[src/logic/cart_loader_defs.svh]
`ifndef CART_LOADER_DEFS_SVH
`define CART_LOADER_DEFS_SVH

// Host download index decode
`define CL_INDEX_ROM_MAX    6'h01       // Low six index bits up to this load ROM
`define CL_INDEX_CODE       8'hFF       // Cheat code download
`define CL_INDEX_CART_BIT   6           // Set for a cartridge image, clear for BIOS

// Cartridge header
`define CL_HDR_REGION_ADDR  25'h1F0     // First region character

// Word-addressed external memory windows
`define CL_CART_PREFIX      2'b00       // Cart ROM
`define CL_BIOS_PREFIX      6'b011110   // BIOS ROM

// Sizes
`define CL_BANK_COUNT       8
`define CL_CODE_WORDS       8

// Any mask bit here set means a ROM above 4 MB
`define CL_LARGE_ROM_BITS   23:22

`endif

[src/logic/cart_loader_pkg.sv]
package cart_loader_pkg;

	// Host download port
	typedef logic [24:0] ioctl_addr_t;   // Byte address
	typedef logic [15:0] ioctl_data_t;   // One 16-bit word per strobe
	typedef logic  [7:0] load_index_t;

	// External memory word address
	typedef logic [23:0] mem_addr_t;

	// CPU word address without bit 0
	typedef logic [23:1] cpu_addr_t;
	typedef logic  [4:0] bank_t;         // Selects one 512 KB bank

	// Size mask kept over the upper address bits only
	typedef logic [23:13] rom_mask_t;

	// 0 JP, 1 US, 2 EU
	typedef logic  [1:0] region_t;

	// Cheat code fields
	//   127:96  flags
	//    95:64  address
	//    63:32  compare value
	//    31:0   replace value
	typedef logic [127:0] cheat_code_t;

endpackage

[src/logic/load_if.sv]
`timescale 1ns/1ns

interface load_if import cart_loader_pkg::*; ();

	logic        wr;         // One cycle per host word
	ioctl_addr_t addr;
	ioctl_data_t data;
	logic        is_rom;     // ROM download active
	logic        is_code;    // Cheat download active
	logic        cart_mode;  // Image targets the cartridge window

	modport source (
		output wr, addr, data, is_rom, is_code, cart_mode
	);

	modport sink (
		input wr, addr, data, is_rom, is_code, cart_mode
	);

endinterface

[src/logic/download_decoder.sv]
`timescale 1ns/1ns
`include "cart_loader_defs.svh"

module download_decoder import cart_loader_pkg::*; (
	input  logic        clk_sys,
	input  logic        reset,

	input  logic        ioctl_download,
	input  load_index_t ioctl_index,
	input  logic        ioctl_wr,
	input  ioctl_addr_t ioctl_addr,
	input  ioctl_data_t ioctl_data,
	output logic        ioctl_wait,

	input  logic        mem_busy,
	output logic        mem_wr,
	output mem_addr_t   mem_addr,
	output ioctl_data_t mem_din,

	load_if.source      ld
);

	logic rom_dl;
	logic code_dl;
	logic cart_sel;
	logic rom_write;
	logic wr_pending;  // Memory write outstanding
	logic busy_d;

	////////////////////////////////////////
	// Download kind

	assign rom_dl    = ioctl_download & (ioctl_index[5:0] <= `CL_INDEX_ROM_MAX);
	assign code_dl   = ioctl_download & (ioctl_index == `CL_INDEX_CODE);
	assign cart_sel  = ioctl_index[`CL_INDEX_CART_BIT];
	assign rom_write = rom_dl & ioctl_wr;

	assign ld.wr        = ioctl_wr;
	assign ld.addr      = ioctl_addr;
	assign ld.data      = ioctl_data;
	assign ld.is_rom    = rom_dl;
	assign ld.is_code   = code_dl;
	assign ld.cart_mode = cart_sel;

	////////////////////////////////////////
	// Memory write path

	always_ff @(posedge clk_sys) begin
		if (rom_write) begin
			if (cart_sel)
				mem_addr <= {`CL_CART_PREFIX, ioctl_addr[22:1]};
			else
				mem_addr <= {`CL_BIOS_PREFIX, ioctl_addr[18:1]};
			mem_din <= {ioctl_data[7:0], ioctl_data[15:8]};  // Memory is byte swapped
		end
	end

	// Stall the host until the memory drops busy
	always_ff @(posedge clk_sys) begin
		if (reset) begin
			wr_pending <= 1'b0;
			busy_d     <= 1'b0;
		end else begin
			busy_d <= mem_busy;
			if (rom_write)
				wr_pending <= 1'b1;
			else if (busy_d & ~mem_busy)
				wr_pending <= 1'b0;  // Write done
		end
	end

	assign ioctl_wait = wr_pending;
	assign mem_wr     = wr_pending;

	a_no_wr_while_wait: assert property (
		@(posedge clk_sys) disable iff (reset) ioctl_wr |-> !ioctl_wait
	) else $error("host write while ioctl_wait is high");

endmodule

[src/logic/rom_header_scan.sv]
`timescale 1ns/1ns
`include "cart_loader_defs.svh"

module rom_header_scan import cart_loader_pkg::*; (
	input  logic      clk_sys,
	input  logic      reset,
	load_if.sink      ld,
	output region_t   region,
	output rom_mask_t rom_mask,
	output logic      cart_mode
);

	logic    rom_write;
	logic    hdr_hit;
	region_t hdr_region;

	assign rom_write = ld.wr & ld.is_rom;
	assign hdr_hit   = (ld.addr == `CL_HDR_REGION_ADDR);

	// First region character of the header
	always_comb begin
		case (ld.data[7:0])
			"J":     hdr_region = 2'd0;
			"U":     hdr_region = 2'd1;
			default: hdr_region = 2'd2;  // Anything else is EU
		endcase
	end

	always_ff @(posedge clk_sys) begin
		if (reset) begin
			rom_mask  <= '0;
			cart_mode <= 1'b0;
			region    <= 2'd0;
		end else if (rom_write) begin
			cart_mode <= ld.cart_mode;

			// Mask grows with the highest address seen
			if (ld.cart_mode) begin
				if (ld.addr == '0)
					rom_mask <= '0;  // New image
				else
					rom_mask <= rom_mask | ld.addr[23:13];
			end

			if (hdr_hit)
				region <= hdr_region;
		end
	end

endmodule

[src/logic/cheat_code_loader.sv]
`timescale 1ns/1ns
`include "cart_loader_defs.svh"

module cheat_code_loader import cart_loader_pkg::*; (
	input  logic        clk_sys,
	input  logic        reset,
	load_if.sink        ld,
	output cheat_code_t code,
	output logic        code_valid,
	output logic        code_reset
);

	// Byte offset of the closing word
	localparam logic [3:0] LAST_OFFSET = 4'(2 * (`CL_CODE_WORDS - 1));

	logic code_write;

	assign code_write = ld.wr & ld.is_code;

	// Bottom word of each field arrives first
	always_ff @(posedge clk_sys) begin
		if (code_write) begin
			case (ld.addr[3:0])
				4'd0:  code[111:96]  <= ld.data;  // Flags
				4'd2:  code[127:112] <= ld.data;
				4'd4:  code[79:64]   <= ld.data;  // Address
				4'd6:  code[95:80]   <= ld.data;
				4'd8:  code[47:32]   <= ld.data;  // Compare
				4'd10: code[63:48]   <= ld.data;
				4'd12: code[15:0]    <= ld.data;  // Replace
				4'd14: code[31:16]   <= ld.data;
				default: ;
			endcase
		end
	end

	////////////////////////////////////////
	// Strobes

	always_ff @(posedge clk_sys) begin
		if (reset) begin
			code_valid <= 1'b0;
			code_reset <= 1'b0;
		end else begin
			code_valid <= code_write & (ld.addr[3:0] == LAST_OFFSET);
			code_reset <= code_write & (ld.addr == '0);  // Start of a new code list
		end
	end

	a_valid_one_cycle: assert property (
		@(posedge clk_sys) disable iff (reset) code_valid |=> !code_valid
	) else $error("code_valid held for more than one cycle");

endmodule

[src/logic/bank_mapper.sv]
`timescale 1ns/1ns
`include "cart_loader_defs.svh"

module bank_mapper import cart_loader_pkg::*; (
	input  logic        clk_sys,
	input  logic        reset,
	input  logic        rom_loading,
	input  logic        page_ce_n,
	input  logic        cpu_rnw,
	input  cpu_addr_t   cpu_va,
	input  ioctl_data_t cpu_dout,
	input  rom_mask_t   rom_mask,
	output cpu_addr_t   rom_va
);

	bank_t bank_regs [`CL_BANK_COUNT];

	logic ce_q;   // Sampled page select
	logic ce_d;
	logic page_fall;
	logic large_rom;
	logic bank_write;

	always_ff @(posedge clk_sys) begin
		if (reset) begin
			ce_q <= 1'b1;
			ce_d <= 1'b1;
		end else begin
			ce_q <= page_ce_n;
			ce_d <= ce_q;
		end
	end

	assign page_fall  = ce_d & ~ce_q;
	assign large_rom  = |rom_mask[`CL_LARGE_ROM_BITS];
	assign bank_write = page_fall & large_rom & ~cpu_rnw & (cpu_va[3:1] != 3'd0);

	////////////////////////////////////////
	// Bank registers

	always_ff @(posedge clk_sys) begin
		if (reset | rom_loading) begin
			for (int i = 0; i < `CL_BANK_COUNT; i++)
				bank_regs[i] <= bank_t'(i);  // Identity map
		end else if (bank_write) begin
			bank_regs[cpu_va[3:1]] <= cpu_dout[4:0];
		end
	end

	// Bank replaces the top three CPU address bits
	assign rom_va = {bank_regs[cpu_va[21:19]], cpu_va[18:1]} & {rom_mask, 12'hFFF};

	// First bank always maps the vectors
	a_bank0_fixed: assert property (
		@(posedge clk_sys) disable iff (reset) bank_regs[0] == '0
	) else $error("bank register 0 changed");

endmodule

[src/logic/cart_loader_top.sv]
`timescale 1ns/1ns

module cart_loader_top import cart_loader_pkg::*; (
	input  logic        clk_sys,
	input  logic        reset,

	// Host download
	input  logic        ioctl_download,
	input  load_index_t ioctl_index,
	input  logic        ioctl_wr,
	input  ioctl_addr_t ioctl_addr,
	input  ioctl_data_t ioctl_data,
	output logic        ioctl_wait,

	// External memory
	input  logic        mem_busy,
	output logic        mem_wr,
	output mem_addr_t   mem_addr,
	output ioctl_data_t mem_din,

	// CPU page access
	input  logic        page_ce_n,
	input  logic        cpu_rnw,
	input  cpu_addr_t   cpu_va,
	input  ioctl_data_t cpu_dout,
	output cpu_addr_t   rom_va,

	// Cartridge info
	output region_t     region,
	output logic        cart_mode,

	// Cheats
	output cheat_code_t code,
	output logic        code_valid,
	output logic        code_reset
);

	load_if ld ();

	rom_mask_t rom_mask;
	logic      rom_loading;

	assign rom_loading = ld.is_rom;  // Mapper stays at identity while loading

	////////////////////////////////////////
	// Download side

	download_decoder u_decoder (
		.clk_sys        (clk_sys),
		.reset          (reset),
		.ioctl_download (ioctl_download),
		.ioctl_index    (ioctl_index),
		.ioctl_wr       (ioctl_wr),
		.ioctl_addr     (ioctl_addr),
		.ioctl_data     (ioctl_data),
		.ioctl_wait     (ioctl_wait),
		.mem_busy       (mem_busy),
		.mem_wr         (mem_wr),
		.mem_addr       (mem_addr),
		.mem_din        (mem_din),
		.ld             (ld.source)
	);

	rom_header_scan u_header_scan (
		.clk_sys   (clk_sys),
		.reset     (reset),
		.ld        (ld.sink),
		.region    (region),
		.rom_mask  (rom_mask),
		.cart_mode (cart_mode)
	);

	cheat_code_loader u_cheat_loader (
		.clk_sys    (clk_sys),
		.reset      (reset),
		.ld         (ld.sink),
		.code       (code),
		.code_valid (code_valid),
		.code_reset (code_reset)
	);

	////////////////////////////////////////
	// CPU side

	bank_mapper u_bank_mapper (
		.clk_sys     (clk_sys),
		.reset       (reset),
		.rom_loading (rom_loading),
		.page_ce_n   (page_ce_n),
		.cpu_rnw     (cpu_rnw),
		.cpu_va      (cpu_va),
		.cpu_dout    (cpu_dout),
		.rom_mask    (rom_mask),
		.rom_va      (rom_va)
	);

endmodule

[config.mk]
export PLATFORM = sky130hd
export DESIGN_NAME = cart_loader_top
export DESIGN_NICKNAME = d
export VERILOG_FILES = /design/src/logic/cart_loader_pkg.sv /design/src/logic/load_if.sv /design/src/logic/download_decoder.sv /design/src/logic/rom_header_scan.sv /design/src/logic/cheat_code_loader.sv /design/src/logic/bank_mapper.sv /design/src/logic/cart_loader_top.sv
export VERILOG_INCLUDE_DIRS = /design/src /design/src/logic
export SDC_FILE = /design/constraint.sdc
export NUM_CORES = 1
export LEC_CHECK = 0
export BUFFER_PORTS_ARGS = -buffer_cell sky130_fd_sc_hd__buf_2
export CAP_MARGIN = 25
export CORE_MARGIN = 2
export CORE_UTILIZATION = 40
export DETAILED_ROUTE_END_ITERATION = 7
export PLACE_DENSITY = 0.7
export SETUP_SLACK_MARGIN = 0.5
export SYNTH_ARGS = -nofsm -noshare
export SYNTH_HDL_FRONTEND = slang
export SYNTH_SLANG_ARGS = --single-unit
[constraint.sdc]
create_clock -name clk_sys -period 3.1 [get_ports clk_sys]
set_input_delay 0.775 -clock clk_sys [delete_from_list [all_inputs] [get_ports clk_sys]]
set_output_delay 0.775 -clock clk_sys [all_outputs]
set_load 0.02 [all_outputs]
==> impl_metrics.yaml, run 1 <==
run_status:
  status: "complete, no violations"
drt:
  vias: 4837
  firstDrtPassIters: 5
  drc: 0
  drtAntennaViolNets: 0
  avgViaCountPerCell: 4.86
  drt_iter0_markers: 297
  wl_um: 18700
  avgRoutedWirePerCell_um: 18.8
timing:
  setup_viol: 0
  finalSetupTns_ps: 0
  post-route-min-period_ps: 2610
  hold_viol: 0
  skew_ps: 18.7
  rsz0062_at_grt: "yes"
  worst_pin_slew_ps: 619
  fin_crit_sh_pct: 84.3
  relSlewSlack_pct: 58.3
  fmax_ghz: 0.383
  slew_viol_final: 0
grt:
  grt_pass1_vias: 4893
  grt_first_pass_wirelength_um: 28400
  antenna_found_initial: 0
  grt_usage_pct: 17.5
  grt_max_degree: 27
  grt.overflow.total: 0
layout:
  syn2layout_area_growth_pct: 31.7
  fillers: 1587
  final_cell_count_no_fill: 995
  nets: 811
  n_antenna_cell: 0
  layout-drive-gt1-share_pct: 47.7
power_and_ir_drop:
  p_leak_nw: 4.00
  power_density_nw_per_um2: 597
  ir_drop_uv: 340
floorplanning:
  rows: 51
  ioPinCount: 293
  die_y_um: 145
  core_um2: 19500
  die_w_um: 145
  dieArea_um2: 21000
  start_util_pct: 40.8
placement:
  io_buffers: 260
  dp_hpwl_um: 13500
  gp_congestion: 0.869
  dp_cells: 955
synthesis:
  synth_area_per_cell_um2: 18.8
  seq_area_frac_synth_pct: 83.1
  synth.cell_area_um2: 7960
  synth_cells: 423
  synth-warning-count: 0
  ys_seq_elements: 227
  ys_types: 36
clock_tree:
  clock_tree.root_cell: "clkbuf_16"
  cts.clk_slew.worst_paths_ps: 60
  clock_latency_ps: 500
  htreeDepth: 1
  clk_path_buf_depth: 3
  holdBufCountCts: 0
  cts_tree: "done"
  numCtsBuffers: 23
  cts_sinks: 227
  cts_setup_buffers: 0
worst_hold_path:
  hold_class: "reg2reg"
critical_path:
  worstPathMaxFanout: 5
  worstPathRequired_ps: 2320
  r2r-end: "u_bank_mapper.bank_regs[1][3]$_SDFFCE_PN0P_"
  startpoint_type: "input port"
  endpoint_kind: "output port"
  endpoint: "rom_va[20]"
  rr_worst_depth: 5
  r2r-start: "u_bank_mapper.ce_q$_SDFF_PP1_"
  crit_path_start: "cpu_va[18]"
  critical_path_class: "in2out"
  rrSetupSlack_ps: 1250
  worst_ep_arrival_time_ps: 1840
flow_run:
  drv_cap: 0
==> synth_stat cells <==
master | count | share of area (%)
or4b_2 | 1 | 0.13
mux2i_1 | 7 | 0.88
and3_1 | 2 | 0.16
o41ai_1 | 1 | 0.11
buf_2 | 2 | 0.13
clkbuf_1 | 2 | 0.094
conb_1 | 1 | 0.047
nand2_1 | 10 | 0.47
or4_1 | 1 | 0.094
and2_1 | 30 | 2.4
nand4b_1 | 1 | 0.11
a31oi_1 | 1 | 0.079
buf_1 | 1 | 0.047
mux4_2 | 10 | 2.8
nor3_1 | 6 | 0.38
or4b_4 | 1 | 0.17
nor4_1 | 11 | 0.86
nor4b_2 | 1 | 0.19
nor4_2 | 1 | 0.16
o211ai_1 | 1 | 0.094
buf_4 | 15 | 1.4
edfxtp_1 | 207 | 78
dfxtp_1 | 20 | 5.0
a21oi_1 | 12 | 0.75
nand2b_1 | 26 | 2.0
nand3_1 | 2 | 0.13
mux2_2 | 1 | 0.14
nand3b_1 | 1 | 0.094
o21ai_0 | 2 | 0.13
or2_2 | 3 | 0.24
nor2_1 | 26 | 1.2
nor2b_1 | 6 | 0.47
nand4_1 | 4 | 0.31
nor4b_1 | 1 | 0.11
nor3_4 | 1 | 0.20
inv_1 | 5 | 0.24
==> registers in the layout (all words and copies together), names as in the netlist <==
register	cells
u_bank_mapper.ce_q	1
u_cheat_loader.code_reset	1
u_header_scan.rom_mask	11
u_decoder.ioctl_wait	1
u_decoder.busy_d	1
u_cheat_loader.code_valid	1
u_header_scan.cart_mode	1
u_decoder.mem_din	16
u_decoder.mem_addr	23
u_header_scan.region	2
u_bank_mapper.ce_d	1
u_bank_mapper.bank_regs	40
u_cheat_loader.code	128
==> cells by family (layout without fill, tap and decap cells) <==
kind of cell           after synthesis  count (layout)  synth area share, %
buffers and inverters               25             327                 1.92
multiplexers                        18              18                 3.85
AND/OR/NAND/NOR                    135             135                 9.90
AO/OA/AOI/OAI                       17              17                 1.16
flip-flops                         227             227                 83.1
other                                1               6               0.0471
==> worst min path at each step <==
stage,start,endpoint,slack [ps],depth (start not counted)
after detailed placement,u_bank_mapper.ce_q$_SDFF_PP1_,u_bank_mapper.ce_d$_SDFF_PP1_,440,1
after CTS,ioctl_addr[9],u_decoder.mem_addr[8]$_DFFE_PP_,440,1
after floorplan,u_bank_mapper.ce_q$_SDFF_PP1_,u_bank_mapper.ce_d$_SDFF_PP1_,420,1
final,u_bank_mapper.ce_q$_SDFF_PP1_,u_bank_mapper.ce_d$_SDFF_PP1_,450,1
after global routing,ioctl_addr[10],u_decoder.mem_addr[9]$_DFFE_PP_,450,1
after global placement,u_bank_mapper.ce_q$_SDFF_PP1_,u_bank_mapper.ce_d$_SDFF_PP1_,430,1
==> worst max-delay path: stages <==
cell and delay (ps):
buf_12 100, mux4_2 520, mux2i_2 200, nor2b_1 80
buf_4 160
==> per-layer routing <==
layer	part of all wire [%]	global-route usage [%]
met2	51	31.5
met1	38	21.5
met5	0	0
met4	2.5	5.10
met3	8.7	3.65
==> through the flow <==
step | setup slack [ps] | instance area, um2 | hold WS, ps | util, % | total power, mW
5_1_grt | 422 | 10500 | 451 | 53.7 | 6.47
2_1_floorplan | 512 | 7990 | 418 | - | 3.52
6_report | 487 | 10500 | 450 | 53.7 | 6.26
3_3_place_gp | 200 | 9690 | 426 | 49.6 | 3.62
4_1_cts | 476 | 10500 | 442 | 53.6 | 6.32
3_5_place_dp | 197 | 9690 | 436 | 49.6 | 3.63
==> final cells by class <==
type / count / area (um2) / area share, %
flip-flops and latches: 227 / 6620 / 63.1
repair buffers: 283 / 1530 / 14.6
multi-input cells: 176 / 1250 / 11.9
clock buffers: 23 / 576 / 5.49
well taps: 265 / 332 / 3.16
clock inverters: 16 / 163 / 1.55
inverters: 5 / 18.8 / 0.179
==> timing repair <==
item	CTS	global route
cloned	1	0
pin swaps	0	0
setup endpoints to repair	5	5
gates resized for setup	7	2
==> where the power goes <==
group          switching, mW  total (mW)  internal (mW)  leakage (nW)
clock                   1.09        2.69           1.60         0.366
combinational          0.123       0.204         0.0815          1.60
sequential           0.00608        3.36           3.36          2.03
total                   1.21        6.26           5.04          4.00
==> cell usage in the layout, fill, tap and decap left out, drive strengths merged, types with 2 or more instances in the layout <==
cell | synthesis | layout
a21oi | 12 | 12
and2 | 30 | 30
and3 | 2 | 2
buf | 18 | 282
bufinv | 0 | 3
clkbuf | 2 | 24
clkinv | 0 | 10
conb | 1 | 6
dfxtp | 20 | 20
edfxtp | 207 | 207
inv | 5 | 7
mux2i | 7 | 7
mux4 | 10 | 10
nand2 | 10 | 10
nand2b | 26 | 26
nand3 | 2 | 2
nand4 | 4 | 4
nor2 | 26 | 26
nor2b | 6 | 6
nor3 | 7 | 7
nor4 | 12 | 12
nor4b | 2 | 2
o21ai | 2 | 2
or2 | 3 | 3
or4b | 2 | 2
(Power assumes the default switching activity.)
==> inputs of run 2 (changes only) <==
--- a/config.mk
+++ b/config.mk
@@ -6,12 +6,13 @@
 export SDC_FILE = /design/constraint.sdc
 export NUM_CORES = 1
 export LEC_CHECK = 0
+export ABC_AREA = 1
 export BUFFER_PORTS_ARGS = -buffer_cell sky130_fd_sc_hd__buf_2
 export CAP_MARGIN = 25
 export CORE_MARGIN = 2
 export CORE_UTILIZATION = 40
 export DETAILED_ROUTE_END_ITERATION = 7
-export PLACE_DENSITY = 0.7
+export PLACE_DENSITY = 0.72
 export SETUP_SLACK_MARGIN = 0.5
 export SYNTH_ARGS = -nofsm -noshare
 export SYNTH_HDL_FRONTEND = slang
==> constraint.sdc (replaced) <==
create_clock -name clk_sys -period 2.4 [get_ports clk_sys]
set_input_delay 0.6 -clock clk_sys [delete_from_list [all_inputs] [get_ports clk_sys]]
set_output_delay 0.6 -clock clk_sys [all_outputs]
set_load 0.02 [all_outputs]
==> run 2 against run 1 <==
  * Clock skew shrank 2.4 ps
  * Design area up 3.4%
  * Count of clock-buffer cells in the layout rose by 2
  * Sequential cell count unchanged
  * Register-to-register slack got worse by 570 ps
  * Clock power is 22% higher
  * Sequential power increased by 29%
  * Worst setup slack lost 240 ps
  * Area after synthesis increased by 1.0%
  * Sequential share of layout area shrank 2.1 points
  * Critical path type is now reg2out
  * Highest routed layer unchanged
==> impl_metrics.yaml, run 2 <==
layout:
  layout-drive-gt1-share_pct: 41.3
  fin_area_um2: 10800
  nets: 937
  multiInputGateArea_um2: 1360
  largest-register: "u_cheat_loader.code"
  top_regs: "u_cheat_loader.code: 128 flops, u_bank_mapper.bank_regs: 40 flops, u_decoder.mem_addr: 23 flops"
  layout_commonest_cell: "buf_2"
  fin_util_pct: 55.3
  register_area_um2: 6620
  final_cell_mix: "254 x buf_2, 207 x edfxtp_1, 104 x nor2_1"
  syn2layout_area_growth_pct: 34.8
  fillers: 1601
  largest_reg_flops: 128
power_and_ir_drop:
  p_sw_share_pct: 20.5
  p_comb_share_pct: 3.9
  power_density_nw_per_um2: 732
  power.share.sequential_pct: 54.7
  ir_drop_uv: 594
  clkPwrFrac_pct: 41.3
  p_leak_nw: 4.37
  p_sw_mw: 1.63
  internal_power_mw: 6.31
critical_path:
  critical_path_class: "reg2out"
  rrSetupSlack_ps: 680
  worstPathRequired_ps: 1800
  endpoint: "rom_va[20]"
  crit_path_start: "u_bank_mapper.bank_regs[6][2]$_SDFFCE_PN1P_"
  startpoint_type: "register"
  worstPathMaxFanout: 1
  r2r-end: "u_bank_mapper.bank_regs[4][4]$_SDFFCE_PN0P_"
  endpoint_kind: "output port"
  r2r-start: "u_bank_mapper.ce_q$_SDFF_PP1_"
  rr_worst_depth: 6
  worst_ep_arrival_time_ps: 1550
synthesis:
  seq_area_frac_synth_pct: 82.3
  synth_cells: 550
  synth-main-ff-cell: "edfxtp_1"
  synthTopCellsByArea: "edfxtp_1 77%, nor2_1 5.2%, dfxtp_1 5.0%"
  netlist.area_leader.share_pct: 77.3
  synth-edff-count: 207
  synth_common_cells: "207 x edfxtp_1, 112 x nor2_1, 59 x nand2_1, 49 x inv_1"
  synth.cell_area_um2: 8040
  synth_area_per_cell_um2: 14.6
  synth-warning-count: 0
  async_reset_ff_share_pct: 0
  synth_top_area_cell: "edfxtp_1"
  ys_types: 23
  ys_seq_elements: 227
  yosysMostFrequentCell: "edfxtp_1"
grt:
  antenna_found_initial: 1
  met1_usage_pct: 22.1
  grt_usage_pct: 17.7
  busiest_layer: "met2"
  grtUsageMet2_pct: 31.5
  grt_first_pass_wirelength_um: 29300
  grtUsageMet3_pct: 3.42
  grt.overflow.total: 0
  grt_max_degree: 30
  grt_pass1_vias: 5247
floorplanning:
  start_util_pct: 41.1
  die_y_um: 146
  dieArea_um2: 21300
  die_w_um: 146
  ioPinCount: 293
  rows: 51
  core_um2: 19600
timing:
  slew_viol_final: 0
  hold_viol: 0
  fmax_ghz: 0.465
  finalSetupTns_ps: 0
  timing.hold.ws_ps: 283
  rsz0062_at_grt: "yes"
  fin_crit_sh_pct: 89.7
  skew_ps: 16.3
  setup_ws_ps: 248
  post-route-min-period_ps: 2150
  setup_viol: 0
clock_tree:
  cts.clk_slew.worst_paths_ps: 60
  htreeDepth: 1
  clock_tree.root_cell: "clkbuf_16"
  clock_latency_ps: 500
  clk_path_buf_depth: 3
  holdBufCountCts: 0
  numCtsBuffers: 23
  cts_tree: "done"
  cts_sinks: 227
drt:
  drc: 0
  firstDrtPassIters: 5
  vias: 5260
  avgViaCountPerCell: 4.68
  drtAntennaViolNets: 0
  wl_um: 19300
  avgRoutedWirePerCell_um: 17.2
  drt_iter0_markers: 367
placement:
  io_buffers: 260
  place_area_um2: 10100
  gp_congestion: 0.796
  dp_hpwl_um: 13800
  preCtsSetupSlack_ps: 87.2
run_status:
  status: "complete, no violations"
flow_run:
  drv_cap: 0
worst_hold_path:
  hold_class: "in2reg"
==> run 2: cell types whose count changed in the layout (fill, tap and decap cells not counted), sizes merged, moves of 12 or more <==
cell | previous run | this run
and2 | 30 | 0
inv | 7 | 50
nand2 | 10 | 59
nand2b | 26 | 0
nand3 | 2 | 17
nor2 | 26 | 113
nor4 | 12 | 0
o21ai | 2 | 20
==> run 2: area by class of cell <==
class / count / share of cell area (%)
well taps: 265 / 3.06
clock inverters: 17 / 1.07
multi-input cells: 257 / 12.5
repair buffers: 283 / 15.1
diodes: 1 / 0.0231
inverters: 50 / 1.85
clock buffers: 25 / 5.38
flip-flops and latches: 227 / 61.0
==> run 2: power groups by stage <==
stage	clock network (mW)	registers (mW)	logic [mW]
finish	3.28	4.34	0.310
global route	3.50	4.34	0.343
CTS	3.35	4.34	0.311
detailed placement	0	4.43	0.299
global placement	0	4.43	0.292
floorplan	0	4.43	0.148
==> run 2: layer usage <==
layer | wire length (um) | up-vias
li1 | - | 2491
met1 | 7490 | 2437
met2 | 9820 | 292
met3 | 1560 | 40
met4 | 464 | 0
met5 | 0 | -
==> run 2: worst min-delay path by stage <==
| stage | start | endpoint | cells past startpoint |
|---|---|---|---|
| global placement | u_bank_mapper.ce_q$_SDFF_PP1_ | u_bank_mapper.ce_d$_SDFF_PP1_ | 1 |
| detailed placement | u_bank_mapper.ce_q$_SDFF_PP1_ | u_bank_mapper.ce_d$_SDFF_PP1_ | 1 |
| CTS | page_ce_n | u_bank_mapper.ce_q$_SDFF_PP1_ | 2 |
| global route | page_ce_n | u_bank_mapper.ce_q$_SDFF_PP1_ | 2 |
| finish | page_ce_n | u_bank_mapper.ce_q$_SDFF_PP1_ | 2 |
| floorplan | u_bank_mapper.ce_q$_SDFF_PP1_ | u_bank_mapper.ce_d$_SDFF_PP1_ | 1 |
==> run 2: cell families after synthesis <==
family                 share of synthesized area, %
buffers and inverters                          4.03
DFF                                            82.3
AOI/OAI and AO/OA                              2.85
other                                        0.0466
and+or+nand+nor                                10.8
==> run 2: stage by stage <==
step	std cells	power [mW]
floorplan	555	4.58
global placement	1080	4.72
detailed placement	1080	4.73
CTS	1124	8.01
global route	1125	8.19
finish	1125	7.94
==> run 2: critical path: stages (launching register included) <==
cell,delay [ps]
edfxtp_1,410
nor2_1,110
nor2_1,50
o21ai_1,60
nand3_1,100
nand2_2,120
a31oi_4,40
buf_6,150
==> run 2: what timing repair did <==
| action | CTS | global route |
|---|---|---|
| buffers inserted | 0 | 0 |
| endpoints found under the setup margin | 5 | 5 |
| gates resized for setup | 36 | 1 |
| gates cloned | 2 | 0 |
| pin swaps | 5 | 0 |
